==> src/source/db_pkg.sv <==
`default_nettype none

package db_pkg;

    // ==================================================================
    // Widths
    // ==================================================================
    localparam int KEY_WIDTH   = 8;
    localparam int VALUE_WIDTH = 32;

    typedef logic [KEY_WIDTH-1:0]   key_t;
    typedef logic [VALUE_WIDTH-1:0] value_t;

    // One entry per possible key
    localparam int DEPTH = 2 ** KEY_WIDTH;

    // ==================================================================
    // Control channel encodings
    // ==================================================================
    // Codes 5 to 7 are unassigned and answered with ERROR
    typedef enum logic [2:0] {
        NOP   = 3'd0,
        GET   = 3'd1,
        SET   = 3'd2,
        UNSET = 3'd3,
        CLEAR = 3'd4
    } command_e;

    typedef enum logic {
        OK    = 1'b0,
        ERROR = 1'b1
    } status_e;

    // Command from a controller, value only matters for SET
    typedef struct packed {
        command_e command;
        key_t     key;
        value_t   value;
    } db_ctrl_req_t;

    // Found is set only by a GET hit, value is zero otherwise
    typedef struct packed {
        status_e status;
        logic    found;
        value_t  value;
    } db_ctrl_resp_t;

    // Store write payload
    typedef struct packed {
        key_t   key;
        logic   valid;
        value_t value;
    } db_wr_t;

    // Peripheral FSM
    typedef enum logic [1:0] {
        IDLE,
        EXEC,
        CLEAR_WAIT,
        RESP
    } periph_state_e;

endpackage : db_pkg

`default_nettype wire

==> src/source/db_ctrl_prio_mux.sv <==
`timescale 1ns/1ns
`default_nettype none

module db_ctrl_prio_mux (
    input  wire logic                  clk,
    input  wire logic                  srst,

    // High priority controller
    input  wire logic                  hi_req,
    input  wire db_pkg::db_ctrl_req_t  hi_cmd,
    output logic                       hi_rdy,
    output logic                       hi_ack,
    output db_pkg::db_ctrl_resp_t      hi_resp,

    // Low priority controller
    input  wire logic                  lo_req,
    input  wire db_pkg::db_ctrl_req_t  lo_cmd,
    output logic                       lo_rdy,
    output logic                       lo_ack,
    output db_pkg::db_ctrl_resp_t      lo_resp,

    // Merged channel towards the peripheral
    output logic                       out_req,
    output db_pkg::db_ctrl_req_t       out_cmd,
    input  wire logic                  out_rdy,
    input  wire logic                  out_ack,
    input  wire db_pkg::db_ctrl_resp_t out_resp
);

    // ==================================================================
    // Grant
    // ==================================================================
    logic granted;
    logic grant_hi;
    logic sel_hi;

    // While idle the high side wins, once locked the grant holds
    assign sel_hi = granted ? grant_hi : hi_req;

    // Lock on the first cycle a request is seen and release on the ack,
    // so a pending low side command is never swapped out under the
    // peripheral
    always_ff @(posedge clk) begin
        if (srst) begin
            granted  <= 1'b0;
            grant_hi <= 1'b0;
        end else if (granted) begin
            if (out_ack) begin
                granted <= 1'b0;
            end
        end else if (hi_req || lo_req) begin
            granted  <= 1'b1;
            grant_hi <= hi_req;
        end
    end

    // ==================================================================
    // Forward and return paths
    // ==================================================================
    assign out_req = sel_hi ? hi_req : lo_req;
    assign out_cmd = sel_hi ? hi_cmd : lo_cmd;

    // The side that is not selected sees rdy low and keeps waiting
    assign hi_rdy = out_rdy && sel_hi;
    assign lo_rdy = out_rdy && !sel_hi;

    assign hi_ack = out_ack && sel_hi;
    assign lo_ack = out_ack && !sel_hi;

    assign hi_resp = sel_hi ? out_resp : '0;
    assign lo_resp = sel_hi ? '0 : out_resp;

    // ==================================================================
    // Checks
    // ==================================================================
    // A completion only arrives while a grant is locked
    a_ack_while_granted : assert property (
        @(posedge clk) disable iff (srst)
        out_ack |-> granted
    );

    // Peripheral only accepts what was actually offered
    a_rdy_needs_req : assert property (
        @(posedge clk) disable iff (srst)
        out_rdy |-> out_req
    );

endmodule : db_ctrl_prio_mux

`default_nettype wire

==> config.mk <==
export PLATFORM = sky130hd
export DESIGN_NAME = db_ctrl_prio_mux
export DESIGN_NICKNAME = d
export VERILOG_FILES = /design/src/source/db_pkg.sv /design/src/source/db_ctrl_prio_mux.sv
export SDC_FILE = /design/constraint.sdc
export NUM_CORES = 1
export LEC_CHECK = 0
export BUFFER_PORTS_ARGS = -buffer_cell sky130_fd_sc_hd__buf_2
export CAP_MARGIN = 20
export CELL_PAD_IN_SITES_DETAIL_PLACEMENT = 1
export CELL_PAD_IN_SITES_GLOBAL_PLACEMENT = 1
export CORE_UTILIZATION = 14
export DETAILED_ROUTE_END_ITERATION = 10
export MAX_ROUTING_LAYER = met4
export PLACE_DENSITY = 0.76
export SETUP_SLACK_MARGIN = 0.2
export SYNTH_ARGS = -nofsm -noshare
export SYNTH_HDL_FRONTEND = slang
export SYNTH_SLANG_ARGS = --single-unit
==> constraint.sdc <==
create_clock -name clk -period 1.6 [get_ports clk]
set_clock_uncertainty 0.2 [all_clocks]
set_input_delay 0.4 -clock clk [delete_from_list [all_inputs] [get_ports clk]]
set_output_delay 0.4 -clock clk [all_outputs]
set_load 0.02 [all_outputs]
==> results.py <==
metrics = {
    "run_status": {
        "outcome": "finished, violations left",
        "violations": "setup timing",
    },
    "placed_design": {
        "place_ws_ps": -483,
        "dp_hpwl_um": 6180,
        "port_buffers": 241,
        "placed_area_um2": 3080,
        "gp_congestion": 0.733,
    },
    "die": {
        "die_area_um2": 9780,
        "die_h_um": 98.9,
        "die_w_um": 98.9,
        "io_pins": 242,
        "initial_core_util_pct": 14.8,
        "rows": 34,
        "core_um2": 8890,
    },
    "sta": {
        "finalSetupViolCount": 116,
        "fin_crit_ps": 2150,
        "finalHoldViolations": 0,
        "worst_slack_ps": -555,
        "rsz0062_at_grt": "true",
        "final_max_slew_viol_count": 0,
        "max_freq_mhz": 464,
        "fin_crit_sh_pct": 135,
        "slew_headroom_pct": 88.5,
        "holdWs_ps": 168,
        "tightest_slew_ps": 171,
    },
    "yosys": {
        "netlist_top_cells_count": "43 x mux2_4, 36 x and3_1, 36 x nor2b_1",
        "synthArstFlopShare_pct": 0,
        "synth_seq_area_share_pct": 3.05,
        "syn_area_per_cell_um2": 9.06,
        "yosysWarnings": 0,
        "synth-seq-cells": 2,
        "yosys.cell_types.count": 16,
        "synth_edf_count": 0,
        "syn_inst": 145,
        "syn-cell-area_um2": 1310,
        "synthTopCellsByArea": "mux2_4 49%, and3_1 17%, nor2b_1 17%, buf_6 6.0%, dfxtp_1 3.0%",
        "synth_ff_type": "dfxtp_1",
        "synth_top_cell_by_area": "mux2_4",
        "synth_top_area_share_pct": 49.1,
        "synth.most_common_cell": "mux2_4",
        "syn-num-nets": 271,
    },
    "routing": {
        "detail-route-antenna-nets": 0,
        "vias_per_cell": 4.25,
        "firstDrtPassIters": 4,
        "drc": 0,
        "drt_wl_total_um": 8560,
        "wl_per_cell_um": 16.9,
        "num_vias": 2155,
        "drt-initial-drc-count": 29,
    },
    "layout": {
        "final_area_um2": 3760,
        "antenna_cells": 0,
        "nets": 527,
        "area_growth_pct": 186,
        "drive_gt1_share_pct": 97.0,
        "area.sequential_um2": 41.3,
        "multiInputGateArea_um2": 1600,
        "nFillCells": 1043,
    },
    "run": {
        "max_cap_viol_count": 0,
    },
    "power": {
        "ir_worst_vdd_v": 0.000366,
        "power_density_nw_per_um2": 525,
        "p_leak_uw": 0.00214,
    },
    "clock_network": {
        "h-tree-depth": 1,
        "hold_buffers": 0,
        "cts_tree": "built",
        "clockBufferDepth": 2,
        "cts_buffers": 3,
        "clockRootBuffer": "clkbuf_8",
        "cts.clk_slew.worst_paths_ps": 30,
        "cts.sinks": 2,
        "clkLatencyLatePin_ps": 210,
    },
    "critical_path": {
        "cp.depth": 5,
        "end_kind": "output port",
        "path_cells": "nand2b_4 -> and2_4 -> buf_12 -> mux2_4 -> buf_2",
        "worstPathRequired_ps": 1000,
        "worstPathArrival_ps": 1550,
        "worstSetupStartpoint": "granted$_SDFF_PP0_",
        "r2r_cells": 4,
        "crit_family": "buffers and inverters",
        "ff2ff_setup_slack_ps": 400,
        "worst-path-max-fanout": 17,
        "timing.rr.start": "granted$_SDFF_PP0_",
        "critical_path.slowest_cell": "dfxtp_2",
        "worstPathBufferInverterCount": 2,
        "critPathMaxStageDelay_ps": 340,
        "crit_type": "flop to output port",
        "start_kind": "flop",
    },
    "hold_path": {
        "hp-class": "primary input to flop",
        "holdCritStartpoint": "srst",
        "hold_depth": 2,
    },
    "global_route": {
        "antenna_found_initial": 0,
        "grt_usage_pct": 14.1,
        "grt_max_degree": 38,
        "overflow": 0,
        "grt_pass1_vias": 2167,
        "grt_pass1_wl_um": 10800,
    },
}
-- power by group --
part	switching, µW	internal [µW]
Sequential	3.54	55.0
Clock	36.4	159
Combinational	795	925
Total	835	1140
-- sequential cells by signal (all words and copies together), names as in the netlist --
name	cells
grant_hi	1
granted	1
-- final timing paths --
kind                                end
setup / recovery            out_cmd[23]
hold / removal       granted$_SDFF_PP0_
setup reg to reg  grant_hi$_SDFFE_PP0P_
hold reg to reg      granted$_SDFF_PP0_
-- per-stage QoR --
stage	total power [µW]	TNS, ps	instances	utilization [%]
after global placement	1440	-45270	492	34.7
after detailed placement	1470	-47710	492	34.7
after CTS	1780	-56520	496	37.7
after floorplan	1020	-15700	145	-
final	1970	-50880	507	42.3
after global routing	2070	-57470	507	42.3
-- cells by family after synthesis --
kind of cell | Yosys count | share of synthesized area (%)
DFF | 2 | 3.05
muxes | 43 | 49.1
buffers and inverters | 19 | 9.71
and+or+nand+nor | 76 | 35.9
AOI/OAI and AO/OA | 5 | 2.19
-- area by class of cell --
class                           instances  area share (%)
Sequential cell                         2            1.10
Multi-Input combinational cell        125            42.4
Tap cell                              108            3.60
Inverter                                2           0.200
Timing Repair Buffer                  267            51.6
Clock buffer                            3            1.10
-- cell usage in the layout, fill, tap and decap left out --
cell	count
and2_4	2
clkbuf_16	5
clkbuf_8	3
buf_6	57
o21ai_0	1
nand2_2	1
and3_4	36
nor3_1	1
buf_16	1
a211oi_1	1
nor2b_4	33
mux2_4	43
buf_8	1
nand2b_4	1
a21oi_1	2
a31oi_1	1
inv_1	2
nor2b_1	3
buf_2	183
buf_4	15
dfxtp_1	1
buf_12	5
dfxtp_2	1
-- routing by layer --
metal,up-vias,global-route usage [%],wire length (µm)
li1,1018,-,-
met2,124,28.8,4850
met5,-,-,0
met1,1011,14.6,3200
met3,2,1.56,493
met4,0,1.72,18
-- timing repair --
action | in CTS | in global routing
hold endpoints to repair | 0 | 0
cloned | 0 | 8
gates resized for setup | 70 | 66
buffers inserted | 1 | 3
setup endpoints to repair | 116 | 116
No activity file was read; power rests on OpenSTA's default activity.
