==> config.mk <==
export PLATFORM = sky130hd
export DESIGN_NAME = db_peripheral
export DESIGN_NICKNAME = d
export VERILOG_FILES = /design/src/source/db_pkg.sv /design/src/source/db_peripheral.sv
export SDC_FILE = /design/constraint.sdc
export NUM_CORES = 1
export LEC_CHECK = 0
export BUFFER_PORTS_ARGS = -buffer_cell sky130_fd_sc_hd__buf_4
export CAP_MARGIN = 20
export CELL_PAD_IN_SITES_DETAIL_PLACEMENT = 2
export CELL_PAD_IN_SITES_GLOBAL_PLACEMENT = 2
export CORE_ASPECT_RATIO = 0.75
export CORE_MARGIN = 1.5
export CORE_UTILIZATION = 20
export CTS_BUF_LIST = sky130_fd_sc_hd__clkbuf_8
export CTS_CLUSTER_DIAMETER = 100
export DETAILED_ROUTE_END_ITERATION = 10
export MAX_ROUTING_LAYER = met4
export PLACE_DENSITY = 0.74
export RECOVER_POWER = 25
export SLEW_MARGIN = 20
export SYNTH_ARGS = -nofsm -noshare
export SYNTH_HDL_FRONTEND = slang
export SYNTH_SLANG_ARGS = --single-unit
==> constraint.sdc <==
create_clock -name clk -period 2.4 [get_ports clk]
set_input_delay 0.48 -clock clk [delete_from_list [all_inputs] [get_ports clk]]
set_output_delay 0.48 -clock clk [all_outputs]
set_load 0.005 [all_outputs]
==> src/source/db_pkg.sv <==
`default_nettype none

package db_pkg;

    // ==================================================================
    // Widths
    // ==================================================================
    localparam int KEY_WIDTH   = 8;
    localparam int VALUE_WIDTH = 32;

    typedef logic [KEY_WIDTH-1:0]   key_t;
    typedef logic [VALUE_WIDTH-1:0] value_t;

    // One entry per possible key
    localparam int DEPTH = 2 ** KEY_WIDTH;

    // ==================================================================
    // Control channel encodings
    // ==================================================================
    // Codes 5 to 7 are unassigned and answered with ERROR
    typedef enum logic [2:0] {
        NOP   = 3'd0,
        GET   = 3'd1,
        SET   = 3'd2,
        UNSET = 3'd3,
        CLEAR = 3'd4
    } command_e;

    typedef enum logic {
        OK    = 1'b0,
        ERROR = 1'b1
    } status_e;

    // Command from a controller, value only matters for SET
    typedef struct packed {
        command_e command;
        key_t     key;
        value_t   value;
    } db_ctrl_req_t;

    // Found is set only by a GET hit, value is zero otherwise
    typedef struct packed {
        status_e status;
        logic    found;
        value_t  value;
    } db_ctrl_resp_t;

    // Store write payload
    typedef struct packed {
        key_t   key;
        logic   valid;
        value_t value;
    } db_wr_t;

    // Peripheral FSM
    typedef enum logic [1:0] {
        IDLE,
        EXEC,
        CLEAR_WAIT,
        RESP
    } periph_state_e;

endpackage : db_pkg

`default_nettype wire

==> src/source/db_peripheral.sv <==
`timescale 1ns/1ns
`default_nettype none

module db_peripheral (
    input  wire logic                 clk,
    input  wire logic                 srst,

    // Control channel
    input  wire logic                 req,
    input  wire db_pkg::db_ctrl_req_t cmd,
    output logic                      rdy,
    output logic                      ack,
    output db_pkg::db_ctrl_resp_t     resp,

    // Store write port
    output logic                      wr_en,
    output db_pkg::db_wr_t            wr,

    // Store read port, result one cycle after rd_en
    output logic                      rd_en,
    output db_pkg::key_t              rd_key,
    input  wire logic                 rd_valid,
    input  wire db_pkg::value_t       rd_value,

    // Store clearing
    output logic                      init,
    input  wire logic                 init_done
);

    import db_pkg::*;

    periph_state_e state;
    periph_state_e state_nxt;
    db_ctrl_req_t  cmd_q;
    logic          accept;
    logic          cmd_legal;

    // ==================================================================
    // Acceptance
    // ==================================================================
    // Held off while the store sweeps
    assign rdy    = (state == IDLE) && init_done && req;
    assign accept = rdy;

    // Sweep starts on the accepting edge so init_done is already low
    // in the first CLEAR_WAIT cycle
    assign init = accept && (cmd.command == CLEAR);

    // Command latched at acceptance
    always_ff @(posedge clk) begin
        if (accept) begin
            cmd_q <= cmd;
        end
    end

    always_comb begin
        case (cmd_q.command)
            NOP, GET, SET, UNSET, CLEAR: cmd_legal = 1'b1;
            default:                     cmd_legal = 1'b0;
        endcase
    end

    // ==================================================================
    // FSM
    // ==================================================================
    always_comb begin
        state_nxt = state;
        case (state)
            IDLE: begin
                if (accept) begin
                    state_nxt = (cmd.command == CLEAR) ? CLEAR_WAIT : EXEC;
                end
            end
            EXEC: begin
                state_nxt = RESP;
            end
            CLEAR_WAIT: begin
                if (init_done) begin
                    state_nxt = RESP;
                end
            end
            default: begin
                state_nxt = IDLE;
            end
        endcase
    end

    always_ff @(posedge clk) begin
        if (srst) begin
            state <= IDLE;
        end else begin
            state <= state_nxt;
        end
    end

    // ==================================================================
    // Store accesses
    // ==================================================================
    // Illegal codes and NOP pass through EXEC without touching the store
    assign rd_en  = (state == EXEC) && (cmd_q.command == GET);
    assign rd_key = cmd_q.key;

    assign wr_en = (state == EXEC) &&
                   ((cmd_q.command == SET) || (cmd_q.command == UNSET));

    assign wr.key   = cmd_q.key;
    assign wr.valid = (cmd_q.command == SET);
    assign wr.value = (cmd_q.command == SET) ? cmd_q.value : '0;

    // ==================================================================
    // Response
    // ==================================================================
    assign ack = (state == RESP);

    always_comb begin
        resp = '0;
        if (state == RESP) begin
            resp.status = cmd_legal ? OK : ERROR;
            // Read result registered by the store during EXEC
            if ((cmd_q.command == GET) && rd_valid) begin
                resp.found = 1'b1;
                resp.value = rd_value;
            end
        end
    end

    // A waiting controller must not change its command under us
    a_cmd_stable : assert property (
        @(posedge clk) disable iff (srst)
        (req && !rdy) |=> $stable(cmd)
    );

endmodule : db_peripheral

`default_nettype wire

==> results of run 1 <==
==> synthesized netlist by cell type <==
| master | instances |
|---|---|
| o2bb2ai_1 | 2 |
| a21oi_1 | 2 |
| edfxtp_1 | 43 |
| a31oi_1 | 1 |
| buf_2 | 6 |
| buf_4 | 16 |
| nor2_1 | 2 |
| and2_1 | 64 |
| ha_1 | 5 |
| and3_1 | 2 |
| o211a_1 | 1 |
| and3b_1 | 1 |
| nor3b_2 | 1 |
| nor4bb_1 | 1 |
| nor2_2 | 1 |
| dfxtp_1 | 2 |
| or3b_1 | 1 |
| nand2b_1 | 1 |
| nand3_1 | 1 |
| o21bai_1 | 1 |
| nand4b_1 | 1 |
| inv_1 | 2 |
==> per-layer routing <==
metal / global-route usage, % / wire (um) / vias to the layer above
li1: - / - / 824
met1: 13.0 / 2530 / 833
met2: 19.9 / 3130 / 105
met3: 4.59 / 721 / 7
met4: 2.65 / 40 / 0
met5: - / 0 / -
==> path summary, 6_finish.rpt <==
path / from / end / slack (ns) / cells past startpoint
hold reg to reg: state[0] / state[0] / 0.55 / 1
setup reg to reg: state[1] / rd_key[7] / 0.78 / 4
hold / removal: cmd[6] / cmd_q[6] / 0.37 / 1
setup / recovery: state[1] / resp[30] / 0.21 / 6
==> through the flow <==
stage	cell area, um^2	util, %	hold WS, ns	power [mW]	instances
after floorplan	2090	-	0.495	1.27	157
after global placement	3400	33.3	0.515	1.51	442
after detailed placement	3400	33.3	0.538	1.53	442
after CTS	3540	34.7	0.341	2.24	450
after global routing	3530	34.5	0.348	2.32	450
final	3530	34.5	0.374	2.19	450
==> critical path, stage by stage, from the launching register on <==
cell      delay, ns
dfxtp_1        0.43
ha_1           0.23
nand4b_1       0.12
nor2_2         0.09
buf_4          0.26
and2_1         0.18
buf_4          0.11
==> area by class of cell <==
class	instances	area, um^2	share of cell area (%)
inverters	2	7.51	0.213
well taps	136	170	4.82
clock inverters	3	68.8	1.95
multi-input cells	88	608	17.2
flip-flops and latches	45	1330	37.7
repair buffers	171	1270	36.1
clock buffers	5	68.8	1.95
==> state kept, by name, indices dropped and copies added (netlist names) <==
name and flops:
rd_key 8, state 2, cmd_q 35
==> power breakdown <==
part	leakage [nW]	total, mW	switching [mW]	internal (mW)
Combinational	1.15	0.449	0.204	0.245
Clock	0.0687	0.698	0.278	0.419
Sequential	0.416	1.05	0.0495	0.999
Total	1.63	2.19	0.532	1.66
==> cell usage in the layout, fill, tap and decap left out <==
cell type,instances
and2_1,64
nor4bb_1,1
clkbuf_4,40
or3b_1,1
clkbuf_8,5
nand2b_1,1
nand4b_1,1
o2bb2ai_1,2
inv_6,1
bufinv_16,2
dfxtp_1,2
and3_1,1
nand3_1,1
a31oi_1,1
and3b_1,1
nor2_2,1
o211a_1,1
nor3b_4,1
edfxtp_1,43
o21bai_1,1
and3_2,1
a21oi_1,2
buf_4,128
nor2_1,2
clkbuf_1,3
ha_1,5
inv_1,2
==> logic make-up after synthesis <==
logic type,count (synthesis),share of synthesized area [%]
flops,45,63.7
buf+inv,24,7.55
compound gates,7,2.46
simple gates,76,23.3
fa+ha+maj,5,2.99
==> impl_metrics.env, run 1 <==
export IMPL_synth_seq_area_share_pct=63.7
export IMPL_hold_buffers=0
export IMPL_dp_slack_ns=0.471
export IMPL_syn_nets=242
export IMPL_io_buffers=167
export IMPL_finalCritPeriodShare_pct=91.3
export IMPL_vias=1769
export IMPL_yosysTopAreaCellShare_pct=61.8
export IMPL_die_area_um2=11100
export IMPL_synthCells=157
export IMPL_place_hpwl_mm=5.16
export IMPL_ys_types=22
export IMPL_overflow=0
export IMPL_core_area_um2=10200
export IMPL_yosys_top_cells_area="edfxtp_1 62%, and2_1 19%, buf_4 5.7%"
export IMPL_initial_core_util_pct=20.5
export IMPL_slew_headroom_pct=75.4
export IMPL_postRouteAntennaNets=0
export IMPL_fin_crit_ns=2.19
export IMPL_cts_root_buf="clkbuf_8"
export IMPL_clkSlewWorstSetupHoldPaths_ns=0.09
export IMPL_grt_use_total_pct=11.7
export IMPL_drt_wl_total_mm=6.43
export IMPL_cap_violations=0
export IMPL_cts_tree="yes"
export IMPL_dieHeight_um=91.5
export IMPL_critical_path_class="reg -> out"
export IMPL_cellPowerDensity_nw_per_um2=622
export IMPL_layout_drive_gt1_share_pct=57.0
export IMPL_htree_levels=2
export IMPL_synthToLayoutAreaGrowth_pct=68.8
export IMPL_wire_per_inst_um=14.3
export IMPL_ctsResizeCount=0
export IMPL_fin_nets=398
export IMPL_fin_tns_setup_ns=0
export IMPL_boundaryPins=168
export IMPL_finalWeightedCongestion=0.689
export IMPL_synth_top_area_cell="edfxtp_1"
export IMPL_finalHoldViolCount=0
export IMPL_worstSetupStartpointType="flip-flop"
export IMPL_worst_setup_path_end_kind="output pin"
export IMPL_p_leak_nw=1.63
export IMPL_worstPathRequired_ns=1.92
export IMPL_drt_pass1_iterations=4
export IMPL_vias_per_cell=3.93
export IMPL_antenna_cells=0
export IMPL_cts_max_path_buffers=2
export IMPL_arrival_ns=1.71
export IMPL_finalClockSkew_ns=0.00723
export IMPL_rsz0062_at_grt="false"
export IMPL_drv_slew=0
export IMPL_rows=32
export IMPL_antenna_found_initial=0
export IMPL_drc=0
export IMPL_nFillCells=1099
export IMPL_drtIter0Drc=12
export IMPL_grt_pass1_wl_mm=9.65
export IMPL_yosys_warnings=0
export IMPL_die_w_um=121
export IMPL_syn_cell_area_um2=2090
export IMPL_fin_ws_ns=0.208
export IMPL_clock_latency_ns=0.30
export IMPL_numCtsBuffers=5
export IMPL_grt_start_max_net_pins=34
export IMPL_vdd_drop_max_uv=216
export IMPL_status="finished, final reports clean"
export IMPL_grt_pass1_vias=1887
export IMPL_setup_violations=0
export IMPL_max_freq_mhz=456
export IMPL_path_max_fanout=33
export IMPL_cts_sinks=45
export IMPL_synth_seq_cells=45
export IMPL_tightestPinTransition_ns=0.369
export IMPL_synth_area_per_cell_um2=13.3
export IMPL_post_cts_buffers=0
export IMPL_hold_path_class="in -> reg"
Power figures use the tool's default switching activity.
==> inputs of run 2 (changes only) <==
- ABC_AREA: unset -> 1
- CORE_UTILIZATION: 20 -> 19
- CTS_BUF_LIST: sky130_fd_sc_hd__clkbuf_8 -> unset
- PLACE_DENSITY: 0.74 -> 0.71
==> run 2 against run 1 <==
  * Fmax is 1.1% higher
  * Worst hold slack worse by 0.0097 ns
  * Combinational power is 17% higher
  * Synthesized cell count is 50% higher
  * Final area is 6.9% higher
  * First-iteration DRC count grew to 3.1 times the previous value
  * Sequential power hardly changed
  * Cell count is 23% higher
  * Global-route usage is 0.66 points lower
  * Sequential share of layout area is 2.4 points lower
==> impl_metrics.env, run 2 <==
export IMPL_fin_tns_setup_ns=0
export IMPL_yosysMostFrequentCell="inv_1"
export IMPL_rsz0062_at_grt="false"
export IMPL_ys_flop_type="edfxtp_1"
export IMPL_p_leak_nw=1.99
export IMPL_vias_per_cell=3.59
export IMPL_wire_per_inst_um=12.9
export IMPL_htree_levels=2
export IMPL_timing_rr_start="state[1]"
export IMPL_regMostFlops="cmd_q"
export IMPL_core_area_um2=11700
export IMPL_syn_cell_area_um2=2320
export IMPL_worst_setup_path_end_kind="output pin"
export IMPL_hp_start="srst"
export IMPL_finalClockSkew_ns=0.00582
export IMPL_drv_slew=0
export IMPL_placed_cell_area_um2=3610
export IMPL_cellPowerDensity_nw_per_um2=629
export IMPL_cts_tree="yes"
export IMPL_grt_pass1_vias=2096
export IMPL_cts_root_buf="clkbuf_16"
export IMPL_grt_pass1_wl_mm=10.6
export IMPL_slew_headroom_pct=61.7
export IMPL_worstReg2RegEnd="cmd_q[17]"
export IMPL_finalWeightedCongestion=0.680
export IMPL_grt_use_total_pct=11.1
export IMPL_finalHoldViolCount=0
export IMPL_clock_latency_ns=0.28
export IMPL_hold_path_class="in -> reg"
export IMPL_die_w_um=131
export IMPL_async_reset_ff_share_pct=0
export IMPL_worst_hold_path_endpoint="state[1]"
export IMPL_postRouteAntennaNets=0
export IMPL_synth_area_per_cell_um2=9.82
export IMPL_cts_max_path_buffers=2
export IMPL_boundaryPins=168
export IMPL_dieHeight_um=98.7
export IMPL_initial_core_util_pct=19.7
export IMPL_post_cts_buffers=0
export IMPL_ctsResizeCount=0
export IMPL_drtIter0Drc=37
export IMPL_rrSetupSlack_ns=0.64
export IMPL_rows=34
export IMPL_finalCritPeriodShare_pct=90.3
export IMPL_mostFrequentLayoutCells="125 x buf_4, 72 x inv_1, 43 x edfxtp_1"
export IMPL_io_buffers=167
export IMPL_ys_types=18
export IMPL_largest_reg_flops=35
export IMPL_cts_sinks=45
export IMPL_status="finished, final reports clean"
export IMPL_antenna_cells=0
export IMPL_yosysTopAreaCellShare_pct=55.7
export IMPL_yosys_warnings=0
export IMPL_hold_buffers=0
export IMPL_arrival_ns=1.69
export IMPL_fin_area_um2=3770
export IMPL_tightestPinTransition_ns=0.574
export IMPL_numCtsBuffers=5
export IMPL_path_max_fanout=32
export IMPL_synthToLayoutAreaGrowth_pct=62.6
export IMPL_cap_violations=0
export IMPL_fin_nets=475
export IMPL_worstPathRequired_ns=1.92
export IMPL_drt_wl_total_mm=7.12
export IMPL_synthTopCellsByCount="72 x inv_1, 43 x edfxtp_1, 40 x nor2_1"
export IMPL_drc=0
export IMPL_drt_pass1_iterations=3
export IMPL_vias=1984
export IMPL_fin_crit_ns=2.17
export IMPL_critical_path_class="reg -> out"
export IMPL_synth_edf_count=43
export IMPL_place_hpwl_mm=5.91
export IMPL_vdd_drop_max_uv=304
export IMPL_synth_top_area_cell="edfxtp_1"
export IMPL_clkSlewWorstSetupHoldPaths_ns=0.06
export IMPL_synth_seq_area_share_pct=57.4
export IMPL_max_freq_mhz=461
export IMPL_nFillCells=1323
export IMPL_yosys_top_cells_area="edfxtp_1 56%, inv_1 12%, nor2_2 7.8%"
export IMPL_antenna_found_initial=0
export IMPL_final_common_cell="buf_4"
export IMPL_synthCells=236
export IMPL_layout_drive_gt1_share_pct=53.7
export IMPL_grt_start_max_net_pins=34
export IMPL_setup_violations=0
export IMPL_hold_path_depth=2
export IMPL_overflow=0
export IMPL_worstSetupStartpointType="flip-flop"
export IMPL_die_area_um2=12900
export IMPL_syn_nets=321
export IMPL_synth_seq_cells=45
export IMPL_r2r_cells=5
==> run 2: per-stage QoR <==
stage	power, mW	utilization (%)	instances	hold slack (ns)	worst slack, ns
4_1_cts	2.43	32.2	553	0.357	0.165
2_1_floorplan	1.35	-	236	0.486	0.0896
6_report	2.37	32.1	553	0.364	0.232
5_1_grt	2.53	32.1	553	0.354	0.0566
3_5_place_dp	1.63	30.7	545	0.533	0.476
3_3_place_gp	1.60	30.7	545	0.522	0.514
==> run 2: final cells by class <==
type	instances	area (um^2)	area share, %
Sequential cell	45	1330	35.3
Timing Repair Buffer	169	1260	33.5
Multi-Input combinational cell	95	529	14.0
Inverter	74	278	7.37
Tap cell	162	203	5.38
Clock buffer	6	129	3.42
Clock inverter	2	38.8	1.03
==> run 2: worst max-delay path by stage <==
stage	startpoint	cells after the start	end
finish	cmd_q[40]	4	wr[16]
global route	cmd_q[40]	4	wr[27]
CTS	cmd_q[40]	4	wr[16]
detailed placement	cmd_q[40]	4	wr[16]
global placement	cmd_q[40]	4	wr[16]
floorplan	state[0]	4	rdy
==> run 2: worst max-delay path: stages (launching register included) <==
cell and delay, ns:
edfxtp_1 0.45, nor3_2 0.30, inv_2 0.28, nor2_1 0.23, buf_4 0.14
==> run 2: logic make-up (layout without fill, tap and decap cells) <==
logic type | after synthesis | after routing | synth area share (%)
compound gates | 3 | 3 | 0.863
fa+ha+maj | 5 | 5 | 2.70
flops | 45 | 45 | 57.4
simple gates | 87 | 87 | 18.9
buf+inv | 96 | 251 | 20.1
==> run 2: per-layer routing <==
metal,vias up,global-route usage [%],wire (um)
li1,974,-,-
met1,929,11.7,2750
met2,77,20.2,3760
met3,4,3.53,559
met4,0,2.03,53
met5,-,-,0
==> run 2: where the power goes <==
| group | switching (mW) | total, mW | internal, mW |
|---|---|---|---|
| combinational | 0.273 | 0.527 | 0.255 |
| clock | 0.292 | 0.785 | 0.494 |
| sequential | 0.0537 | 1.06 | 1.00 |
